File: config.mk
export PLATFORM = sky130hd
export DESIGN_NAME = bcd_add_top
export DESIGN_NICKNAME = d
export VERILOG_FILES = /design/src/verilog/bcd_pkg.sv /design/src/verilog/button_sync.sv /design/src/verilog/bcd_add_controller.sv /design/src/verilog/operand_store.sv /design/src/verilog/bcd_adder.sv /design/src/verilog/display_mux.sv /design/src/verilog/bcd_add_top.sv
export SDC_FILE = /design/constraint.sdc
export NUM_CORES = 1
export LEC_CHECK = 0
export BUFFER_PORTS_ARGS = -buffer_cell sky130_fd_sc_hd__buf_2
export CORE_ASPECT_RATIO = 0.7
export CORE_MARGIN = 2
export CORE_UTILIZATION = 47
export CTS_CLUSTER_SIZE = 24
export DETAILED_ROUTE_END_ITERATION = 16
export GPL_TIMING_DRIVEN = 0
export PLACE_DENSITY_LB_ADDON = 0.05
export SETUP_SLACK_MARGIN = 0.3
export SLEW_MARGIN = 10
export SYNTH_ARGS = -nofsm -noshare
export SYNTH_HDL_FRONTEND = slang
export SYNTH_SLANG_ARGS = --single-unit
File: constraint.sdc
create_clock -name CLK -period 7.6 [get_ports CLK]
set_input_delay 0.76 -clock CLK [delete_from_list [all_inputs] [get_ports CLK]]
set_output_delay 0.76 -clock CLK [all_outputs]
set_load 0.05 [all_outputs]
File: src/verilog/bcd_pkg.sv
package bcd_pkg;

	////////////////////////////////////////
	// Widths with a meaning
	////////////////////////////////////////

	// One decimal digit, 0 to 9 legal
	typedef logic [3:0] bcd_digit_t;

	// Tens in the upper nibble, units in the lower
	typedef logic [7:0] bcd_pair_t;

	// Hundreds, tens, units
	typedef logic [11:0] bcd_sum_t;

	// Segments g down to a, a lit segment is a one
	typedef logic [6:0] segs_t;

	////////////////////////////////////////
	// Buttons
	////////////////////////////////////////

	localparam int N_BTN = 5;

	typedef logic [N_BTN-1:0] btn_vec_t;

	// Bit positions in a button vector
	localparam int BTN_INIT    = 0;
	localparam int BTN_LOAD_A  = 1;
	localparam int BTN_LOAD_B  = 2;
	localparam int BTN_DISP_LS = 3;
	localparam int BTN_DISP_MS = 4;

	// All segments dark
	localparam segs_t SEG_BLANK = 7'b000_0000;

	// Controller states, same sequence as the board controller
	typedef enum logic [2:0] {
		INIT_STATE,
		LOAD_A_STATE,
		DISPLAY_A_STATE,
		LOAD_B_STATE,
		DISPLAY_B_STATE,
		DISPLAY_LS_STATE,
		DISPLAY_MS_STATE
	} ctrl_state_t;

endpackage

File: src/verilog/button_sync.sv
module button_sync import bcd_pkg::*; (
	input  logic     CLK,
	input  logic     rst,
	input  btn_vec_t btn_raw,
	output btn_vec_t btn_pulse
);

	// Two flops against metastability
	btn_vec_t sync_1;
	btn_vec_t sync_2;

	// Level seen one cycle earlier, for edge detection
	btn_vec_t prev;

	always_ff @(posedge CLK) begin
		if (rst) begin
			sync_1    <= '0;
			sync_2    <= '0;
			prev      <= '0;
			btn_pulse <= '0;
		end else begin
			sync_1 <= btn_raw;
			sync_2 <= sync_1;
			prev   <= sync_2;
			// Rising edge only, so a held button fires once
			btn_pulse <= sync_2 & ~prev;
		end
	end

endmodule

File: src/verilog/bcd_add_controller.sv
module bcd_add_controller import bcd_pkg::*; (
	input  logic     CLK,
	input  logic     rst,
	input  btn_vec_t btn_pulse,
	// Acknowledges back from the operand store
	input  logic     load_a_ack,
	input  logic     load_b_ack,
	// Requests and display mode to the datapath
	output logic     load_a,
	output logic     load_b,
	output logic     display_a,
	output logic     display_b,
	output logic     display_ls,
	output logic     display_ms
);

	ctrl_state_t state;
	ctrl_state_t next_state;

	////////////////////////////////////////
	// Next state
	////////////////////////////////////////

	always_comb begin
		next_state = state;
		case (state)
			// Init always falls through to loading A
			INIT_STATE: begin
				next_state = LOAD_A_STATE;
			end

			// Loads wait for their acknowledge, other buttons ignored
			LOAD_A_STATE: begin
				if (load_a_ack)
					next_state = DISPLAY_A_STATE;
			end

			LOAD_B_STATE: begin
				if (load_b_ack)
					next_state = DISPLAY_B_STATE;
			end

			// Display states
			// later button in the list wins
			default: begin
				if (btn_pulse[BTN_LOAD_A])
					next_state = LOAD_A_STATE;
				if (btn_pulse[BTN_LOAD_B])
					next_state = LOAD_B_STATE;
				if (btn_pulse[BTN_DISP_LS])
					next_state = DISPLAY_LS_STATE;
				if (btn_pulse[BTN_DISP_MS])
					next_state = DISPLAY_MS_STATE;
			end
		endcase

		// Init beats everything, in any state
		if (btn_pulse[BTN_INIT])
			next_state = INIT_STATE;
	end

	////////////////////////////////////////
	// State and registered outputs
	////////////////////////////////////////

	always_ff @(posedge CLK) begin
		if (rst) begin
			state      <= INIT_STATE;
			load_a     <= 1'b0;
			load_b     <= 1'b0;
			display_a  <= 1'b0;
			display_b  <= 1'b0;
			display_ls <= 1'b0;
			display_ms <= 1'b0;
		end else begin
			state <= next_state;

			// Request rises a cycle after entry, drops with the ack
			load_a <= (state == LOAD_A_STATE) && (next_state == LOAD_A_STATE);
			load_b <= (state == LOAD_B_STATE) && (next_state == LOAD_B_STATE);

			// One-hot mode follows the state being entered
			display_a  <= (next_state == DISPLAY_A_STATE);
			display_b  <= (next_state == DISPLAY_B_STATE);
			display_ls <= (next_state == DISPLAY_LS_STATE);
			display_ms <= (next_state == DISPLAY_MS_STATE);
		end
	end

endmodule

File: src/verilog/operand_store.sv
module operand_store import bcd_pkg::*; (
	input  logic      CLK,
	input  logic      rst,
	input  bcd_pair_t sw,
	input  logic      load_a,
	input  logic      load_b,
	output logic      load_a_ack,
	output logic      load_b_ack,
	output bcd_pair_t a_val,
	output bcd_pair_t b_val,
	output logic      bcd_err
);

	logic sw_valid;
	logic take_a;
	logic take_b;
	logic pend;

	// Both nibbles must be decimal
	assign sw_valid = (sw[7:4] <= 4'd9) && (sw[3:0] <= 4'd9);

	// Capture once per request; the ack blocks a second take
	assign take_a = load_a && !load_a_ack && sw_valid;
	assign take_b = load_b && !load_b_ack && sw_valid;

	// Request still waiting for its ack
	assign pend = (load_a && !load_a_ack) || (load_b && !load_b_ack);

	always_ff @(posedge CLK) begin
		if (rst) begin
			a_val      <= '0;
			b_val      <= '0;
			load_a_ack <= 1'b0;
			load_b_ack <= 1'b0;
			bcd_err    <= 1'b0;
		end else begin
			if (take_a)
				a_val <= sw;
			if (take_b)
				b_val <= sw;
			// One-cycle acks
			load_a_ack <= take_a;
			load_b_ack <= take_b;
			// Lamp stays lit while a load is refused
			bcd_err <= pend && !sw_valid;
		end
	end

endmodule

File: src/verilog/bcd_adder.sv
module bcd_adder import bcd_pkg::*; (
	input  logic      CLK,
	input  logic      rst,
	input  bcd_pair_t a_val,
	input  bcd_pair_t b_val,
	output bcd_sum_t  sum_val
);

	logic [4:0] units_raw;
	logic [4:0] tens_raw;
	logic       units_carry;
	logic       tens_carry;
	bcd_digit_t units_dig;
	bcd_digit_t tens_dig;

	////////////////////////////////////////
	// Units digit
	////////////////////////////////////////

	assign units_raw   = {1'b0, a_val[3:0]} + {1'b0, b_val[3:0]};
	assign units_carry = (units_raw > 5'd9);
	// Add six to skip the six unused codes
	assign units_dig   = units_carry ? bcd_digit_t'(units_raw + 5'd6) : units_raw[3:0];

	////////////////////////////////////////
	// Tens digit, with the units carry
	////////////////////////////////////////

	assign tens_raw   = {1'b0, a_val[7:4]} + {1'b0, b_val[7:4]} + {4'd0, units_carry};
	assign tens_carry = (tens_raw > 5'd9);
	assign tens_dig   = tens_carry ? bcd_digit_t'(tens_raw + 5'd6) : tens_raw[3:0];

	// Hundreds is just the last carry
	always_ff @(posedge CLK) begin
		if (rst)
			sum_val <= '0;
		else
			sum_val <= {3'b000, tens_carry, tens_dig, units_dig};
	end

endmodule

File: src/verilog/display_mux.sv
module display_mux import bcd_pkg::*; (
	input  logic      CLK,
	input  logic      rst,
	input  bcd_pair_t a_val,
	input  bcd_pair_t b_val,
	input  bcd_sum_t  sum_val,
	input  logic      display_a,
	input  logic      display_b,
	input  logic      display_ls,
	input  logic      display_ms,
	output segs_t     seg_hi,
	output segs_t     seg_lo
);

	segs_t next_hi;
	segs_t next_lo;

	// Digit to segments, g down to a
	function automatic segs_t seg_encode(input bcd_digit_t dig);
		case (dig)
			4'd0:    seg_encode = 7'b011_1111;
			4'd1:    seg_encode = 7'b000_0110;
			4'd2:    seg_encode = 7'b101_1011;
			4'd3:    seg_encode = 7'b100_1111;
			4'd4:    seg_encode = 7'b110_0110;
			4'd5:    seg_encode = 7'b110_1101;
			4'd6:    seg_encode = 7'b111_1101;
			4'd7:    seg_encode = 7'b000_0111;
			4'd8:    seg_encode = 7'b111_1111;
			4'd9:    seg_encode = 7'b110_1111;
			// Non-decimal codes stay dark
			default: seg_encode = SEG_BLANK;
		endcase
	endfunction

	////////////////////////////////////////
	// Digit selection
	////////////////////////////////////////

	always_comb begin
		next_hi = SEG_BLANK;
		next_lo = SEG_BLANK;
		if (display_a) begin
			next_hi = seg_encode(a_val[7:4]);
			next_lo = seg_encode(a_val[3:0]);
		end else if (display_b) begin
			next_hi = seg_encode(b_val[7:4]);
			next_lo = seg_encode(b_val[3:0]);
		end else if (display_ls) begin
			next_hi = seg_encode(sum_val[7:4]);
			next_lo = seg_encode(sum_val[3:0]);
		end else if (display_ms) begin
			// Hundreds goes on the right digit, left stays dark
			next_lo = seg_encode(sum_val[11:8]);
		end
	end

	always_ff @(posedge CLK) begin
		if (rst) begin
			seg_hi <= SEG_BLANK;
			seg_lo <= SEG_BLANK;
		end else begin
			seg_hi <= next_hi;
			seg_lo <= next_lo;
		end
	end

endmodule

File: src/verilog/bcd_add_top.sv
module bcd_add_top import bcd_pkg::*; (
	input  logic      CLK,
	input  logic      rst,
	input  bcd_pair_t sw,
	input  btn_vec_t  btn_raw,
	output segs_t     seg_hi,
	output segs_t     seg_lo,
	output logic      led_a,
	output logic      led_b,
	output logic      led_ls,
	output logic      led_ms,
	output logic      bcd_err
);

	btn_vec_t  btn_pulse;

	// Load handshake
	logic      load_a;
	logic      load_b;
	logic      load_a_ack;
	logic      load_b_ack;

	// Datapath values
	bcd_pair_t a_val;
	bcd_pair_t b_val;
	bcd_sum_t  sum_val;

	////////////////////////////////////////
	// Control side
	////////////////////////////////////////

	button_sync button_sync_inst (
		.CLK       (CLK),
		.rst       (rst),
		.btn_raw   (btn_raw),
		.btn_pulse (btn_pulse)
	);

	// Mode outputs double as the lamps
	bcd_add_controller bcd_add_controller_inst (
		.CLK        (CLK),
		.rst        (rst),
		.btn_pulse  (btn_pulse),
		.load_a_ack (load_a_ack),
		.load_b_ack (load_b_ack),
		.load_a     (load_a),
		.load_b     (load_b),
		.display_a  (led_a),
		.display_b  (led_b),
		.display_ls (led_ls),
		.display_ms (led_ms)
	);

	////////////////////////////////////////
	// Datapath
	////////////////////////////////////////

	operand_store operand_store_inst (
		.CLK        (CLK),
		.rst        (rst),
		.sw         (sw),
		.load_a     (load_a),
		.load_b     (load_b),
		.load_a_ack (load_a_ack),
		.load_b_ack (load_b_ack),
		.a_val      (a_val),
		.b_val      (b_val),
		.bcd_err    (bcd_err)
	);

	bcd_adder bcd_adder_inst (
		.CLK     (CLK),
		.rst     (rst),
		.a_val   (a_val),
		.b_val   (b_val),
		.sum_val (sum_val)
	);

	display_mux display_mux_inst (
		.CLK        (CLK),
		.rst        (rst),
		.a_val      (a_val),
		.b_val      (b_val),
		.sum_val    (sum_val),
		.display_a  (led_a),
		.display_b  (led_b),
		.display_ls (led_ls),
		.display_ms (led_ms),
		.seg_hi     (seg_hi),
		.seg_lo     (seg_lo)
	);

endmodule

* Word-level counts from Yosys, hierarchy flattened
Memory sizes are Yosys's and may differ from the RTL's. A register that Yosys moved wholly into a read port is not among the register bits. Cells that the tools add are included.
Word-level totals: output and inout bits 19, memory bits (read-only) 784, logic and storage cells 86, memories kept 7, input port bits 15, register bits after elaboration 74
Operators by class: mux-type cells 27, equal/unequal tests 8, add/subtract/negate cells 5, bitwise logic cells 2, $lt $le $gt $ge 4, reduce and logical (&&, ||, !) cells 13
Memories:
- (name not given) | depth 16, bits a word 7, rd ports 1, clocked after Yosys merged registers in 1, wr ports 0, RTL line display_mux.sv:20 | case (dig)
- (name not given) | depth 16, bits a word 7, rd ports 1, clocked after Yosys merged registers in 1, wr ports 0, RTL line display_mux.sv:20
- (name not given) | depth 16, bits a word 7, rd ports 1, clocked after Yosys merged registers in 1, wr ports 0, RTL line display_mux.sv:20
- (name not given) | depth 16, bits a word 7, rd ports 1, clocked after Yosys merged registers in 1, wr ports 0, RTL line display_mux.sv:20
- (name not given) | depth 16, bits a word 7, rd ports 1, clocked after Yosys merged registers in 1, wr ports 0, RTL line display_mux.sv:20
- (name not given) | depth 16, bits a word 7, rd ports 1, clocked after Yosys merged registers in 1, wr ports 0, RTL line display_mux.sv:20
- +1 memories
Operators by type and width (number):
- 7-bit two-way mux | 7
- 4-bit two-way mux | 12
- 3-bit two-way mux | 7
- 4-bit by 4-bit adder with 5-bit output | 2
- 5-bit by 4-bit greater-than comparator with 1-bit output, second input constant | 2
- 3-bit by 2-bit == test with 1-bit output, second input constant | 3
- 3-bit == test, second input constant | 3
- 3-bit one-hot mux with 3 select lines | 1
- 4-bit by 3-bit adder with 4-bit output, second input constant | 2
- 4-bit less-or-equal comparator, second input constant | 2
- 1-bit logical AND | 8
- 3-bit by 1-bit == test with 1-bit output, second input constant | 2
- 5-bit by 1-bit adder with 5-bit output | 1
- 5-bit AND | 1
- 5-bit NOT | 1
- 1-bit logical NOT | 3
- 3-bit logical NOT | 1
- 1-bit logical OR | 1

* Depth between registers and ports, before layout
depth after elaboration 8, mapped depth 22, gate-level depth less buffers 20

* Hierarchy
A second synthesis with hierarchy kept.
Second synthesis, totals: cells, all modules 483, area total of the unflattened synthesis 4529.3 um2
By module, submodules not included:
- display_mux | cells an instance 252, area each 1959.4 um2, instances 1, seq. area each 280.3 um2
- operand_store | cells an instance 74, area each 800.8 um2, instances 1, seq. area each 380.4 um2
- bcd_adder | cells an instance 77, area each 763.2 um2, instances 1, seq. area each 180.2 um2
- button_sync | cells an instance 42, area each 595.6 um2, instances 1, seq. area each 400.4 um2
- bcd_add_controller | cells an instance 38, area each 410.4 um2, instances 1, seq. area each 180.2 um2

* Least setup slack after synthesis
No wires, ideal clock.
path kind flip-flop to flip-flop, start reg operand_store_inst.a_val[0], end reg with a tool-made name, cell stages (with the launch flop) 23, period minus slack after synthesis 4.195 ns, data arrival time 4.077 ns, slack 3.405 ns, data required time 7.482 ns, path buffers 2, library setup time 0.118 ns, cell sequence dfxtp_1 -> ha_1 -> inv_1 -> fa_1 -> nor2b_1 -> o21a_1 -> or2_2 -> clkbuf_1 -> a21oi_1 -> fa_1 -> fa_1 -> xor2_1 -> ha_1 -> inv_1 -> o21ai_0 -> a41oi_2 -> xnor2_1 -> or2_0 -> buf_2 -> inv_1 -> ha_1 -> o221a_1 -> nor2_1
RTL lines:
- from (decl) | RTL line operand_store.sv:9 | output bcd_pair_t a_val,
- from (signal assigned) | RTL line operand_store.sv:38 | a_val <= sw;

==> impl_metrics.tcl <==
set metrics [dict create \
    yosysTopAreaCell "dfxtp_1" \
    critical_path_arrival_ns 5.07 \
    worst_slew_pin_slew_ns 0.695 \
    worstSetupEndpointType "register" \
    synth_edf_count 0 \
    ys_seq_area_frac 0.431 \
    power_leakage_nw 2.45 \
    cts.clk_slew.worst_paths_ns 0.07 \
    core_area_sq_um 10200 \
    status "completed" \
    n_antenna_cell 0 \
    rows 31 \
    ys_types 58 \
    fp.dieW_um 126 \
    worst_ep_required_time_ns 7.85 \
    vias 3760 \
    clk_latency_ns 0.35 \
    cap_viol_max_count 0 \
    period_share 0.634 \
    drcViolationCount 0 \
    ys.flop_type "dfxtp_1" \
    overflow 0 \
    p_total_mw 1.10 \
    cts_root_buf "clkbuf_16" \
    period_needed_ns 4.82 \
    hold_buffers 0 \
    synth_simple_gate_area_frac 0.162 \
    grt_max_degree 18 \
    die_h_um 89.2 \
    syn_area_per_cell_sq_um 9.03 \
    avgRoutedWirePerCell_um 15.7 \
    synthCells 540 \
    cts_buffers 9 \
    yosys.area_share.adder 0.130 \
    crit_type "reg2reg" \
    fin_skew_ns 0.00834 \
    synthXorXnorAreaFrac 0.0197 \
    yosysMostFrequentCell "dfxtp_1" \
    ir_worst_vdd_v 0.000118 \
    ys_ff_latch 105 \
    synth.cell_area_sq_um 4880 \
    dieArea_sq_um 11200 \
    synth.area.mux_share 0.0498 \
    drt_iter0_drc 263 \
    drive_gt1_frac 0.121 \
    p_per_area_nw_per_um2 200 \
    critPathMaxFanout 8 \
    portBuffers 33 \
    clock.fmax_mhz 207 \
    timing.final.max_slew_violations 0 \
    startpoint_type "register" \
    cts-resized-gates 0 \
    fin_ws_ns 2.78 \
    yosys_warnings 0 \
    syn_to_final_growth_pct 12.7 \
    cts_setup_buffers 0 \
    synth_common_cells "105 x dfxtp_1, 79 x nor2_1, 46 x ha_1" \
    synth.net_count 604 \
    ant_nets 0 \
    cts_tree "built" \
    nets 648 \
    r2r_slack_ns 2.78 \
    relSlewSlack 0.534 \
    pre_cts_slack_ns 2.84 \
    cts_sinks 105 \
    hpwl_um 8500 \
    synthTopCellsByArea "dfxtp_1 43%, ha_1 12%, nor2_1 6.1%" \
    routed_via_density 5.21 \
    cts-htree-levels 3 \
    rsz0062_at_grt "false" \
    grt_usage 0.209 \
    async_flop_share 0 \
    synth_top_family_by_area "simple AND/OR/NAND/NOR gates" \
    start_util 0.476 \
    totalWireLength_um 11300 \
    finalSetupTns_ns 0 \
    antenna_found_initial 0 \
    io_pins 34 \
    grt_pass1_vias 3467 \
    synth_compound_gate_area_share 0.158 \
    fill_cells 980 \
    hold_class "reg2reg" \
    synth_top_area_frac 0.431 \
    timing.final.hold_violations 0 \
    grt_first_pass_wirelength_um 18100 \
    gp_routability_congestion 0.897 \
    setup_violations 0 \
    clockBufferDepth 2 \
    drtPass1Iterations 9 \
]
## routing by layer
| layer | share of wire | track usage |
|---|---|---|
| met1 | 0.55 | 0.319 |
| met2 | 0.39 | 0.295 |
| met3 | 0.046 | 0.0449 |
| met4 | 0.010 | 0.0579 |
| met5 | 0 | 0 |
## path summary, 6_finish.rpt
kind | from | end | depth (start not counted)
setup / recovery | operand_store_inst.a_val[0] | register | 22
hold / removal | button_sync_inst.prev[1] | button_sync_inst.btn_pulse[1] | 1
setup reg to reg | operand_store_inst.a_val[0] | register | 22
hold reg to reg | button_sync_inst.prev[1] | button_sync_inst.btn_pulse[1] | 1
## cell usage in the layout (no fill, tap or decap), types with 2 or more instances in the layout
cell type,n
a21oi_1,42
a221oi_1,5
a22oi_1,14
a31oi_1,5
and2_1,2
buf_1,2
buf_2,37
clkbuf_1,19
clkbuf_16,9
clkbuf_8,2
clkinv_4,2
dfxtp_1,105
fa_1,3
ha_1,46
inv_1,33
inv_2,2
mux2_2,2
mux2i_1,22
nand2_1,23
nand2b_1,3
nand3_1,5
nand3b_1,3
nor2_1,79
nor2b_1,27
nor3_1,7
nor4_1,2
o21ai_0,22
o22ai_1,13
o2bb2ai_1,2
or2_2,8
xnor2_1,8
xor2_1,3
## layout make-up
cell class,count,area [sq um],area share
multi-input combinational,373,2540,0.461
buffer,26,104,0.0189
tap,132,165,0.0300
clock inverter,5,38.8,0.00705
clock buffer,11,253,0.0460
timing repair buffer,33,165,0.0300
sequential,105,2100,0.382
inverter,36,135,0.0246
## stage by stage
step / hold WS (ns) / instance area, sq um / std cells / util
2_1_floorplan: 0.367 / 4880 / 540 / -
3_3_place_gp: 0.372 / 5210 / 705 / 0.509
3_5_place_dp: 0.372 / 5210 / 705 / 0.509
4_1_cts: 0.380 / 5500 / 721 / 0.537
5_1_grt: 0.382 / 5500 / 721 / 0.537
6_report: 0.375 / 5500 / 721 / 0.537
## power breakdown
part	switching, mW	internal [mW]
Combinational	0.0518	0.0285
Clock	0.206	0.242
Sequential	0.00770	0.567
Total	0.265	0.837
## critical path: stages, from the launching register on
cell and delay, ns:
dfxtp_1 0.34, ha_1 0.18, inv_1 0.06, fa_1 0.39
nor2b_1 0.13, o21a_1 0.13, or2_2 0.10, clkbuf_1 0.26
a21oi_1 0.11, fa_1 0.45, fa_1 0.41, xor2_1 0.33
ha_1 0.22, inv_1 0.04, o21ai_0 0.18, a41oi_2 0.25
xnor2_1 0.18, or2_0 0.19, buf_2 0.17, inv_1 0.15
ha_1 0.17, a21oi_1 0.05, nor3_1 0.20
## cell families after synthesis
logic type      count (synthesis)
flops                         105
simple gates                  167
buf+inv                        62
compound gates                122
fa+ha+maj                      49
xor+xnor                       11
mux                            24
Note: power is estimated with default switching activity, not from simulation.
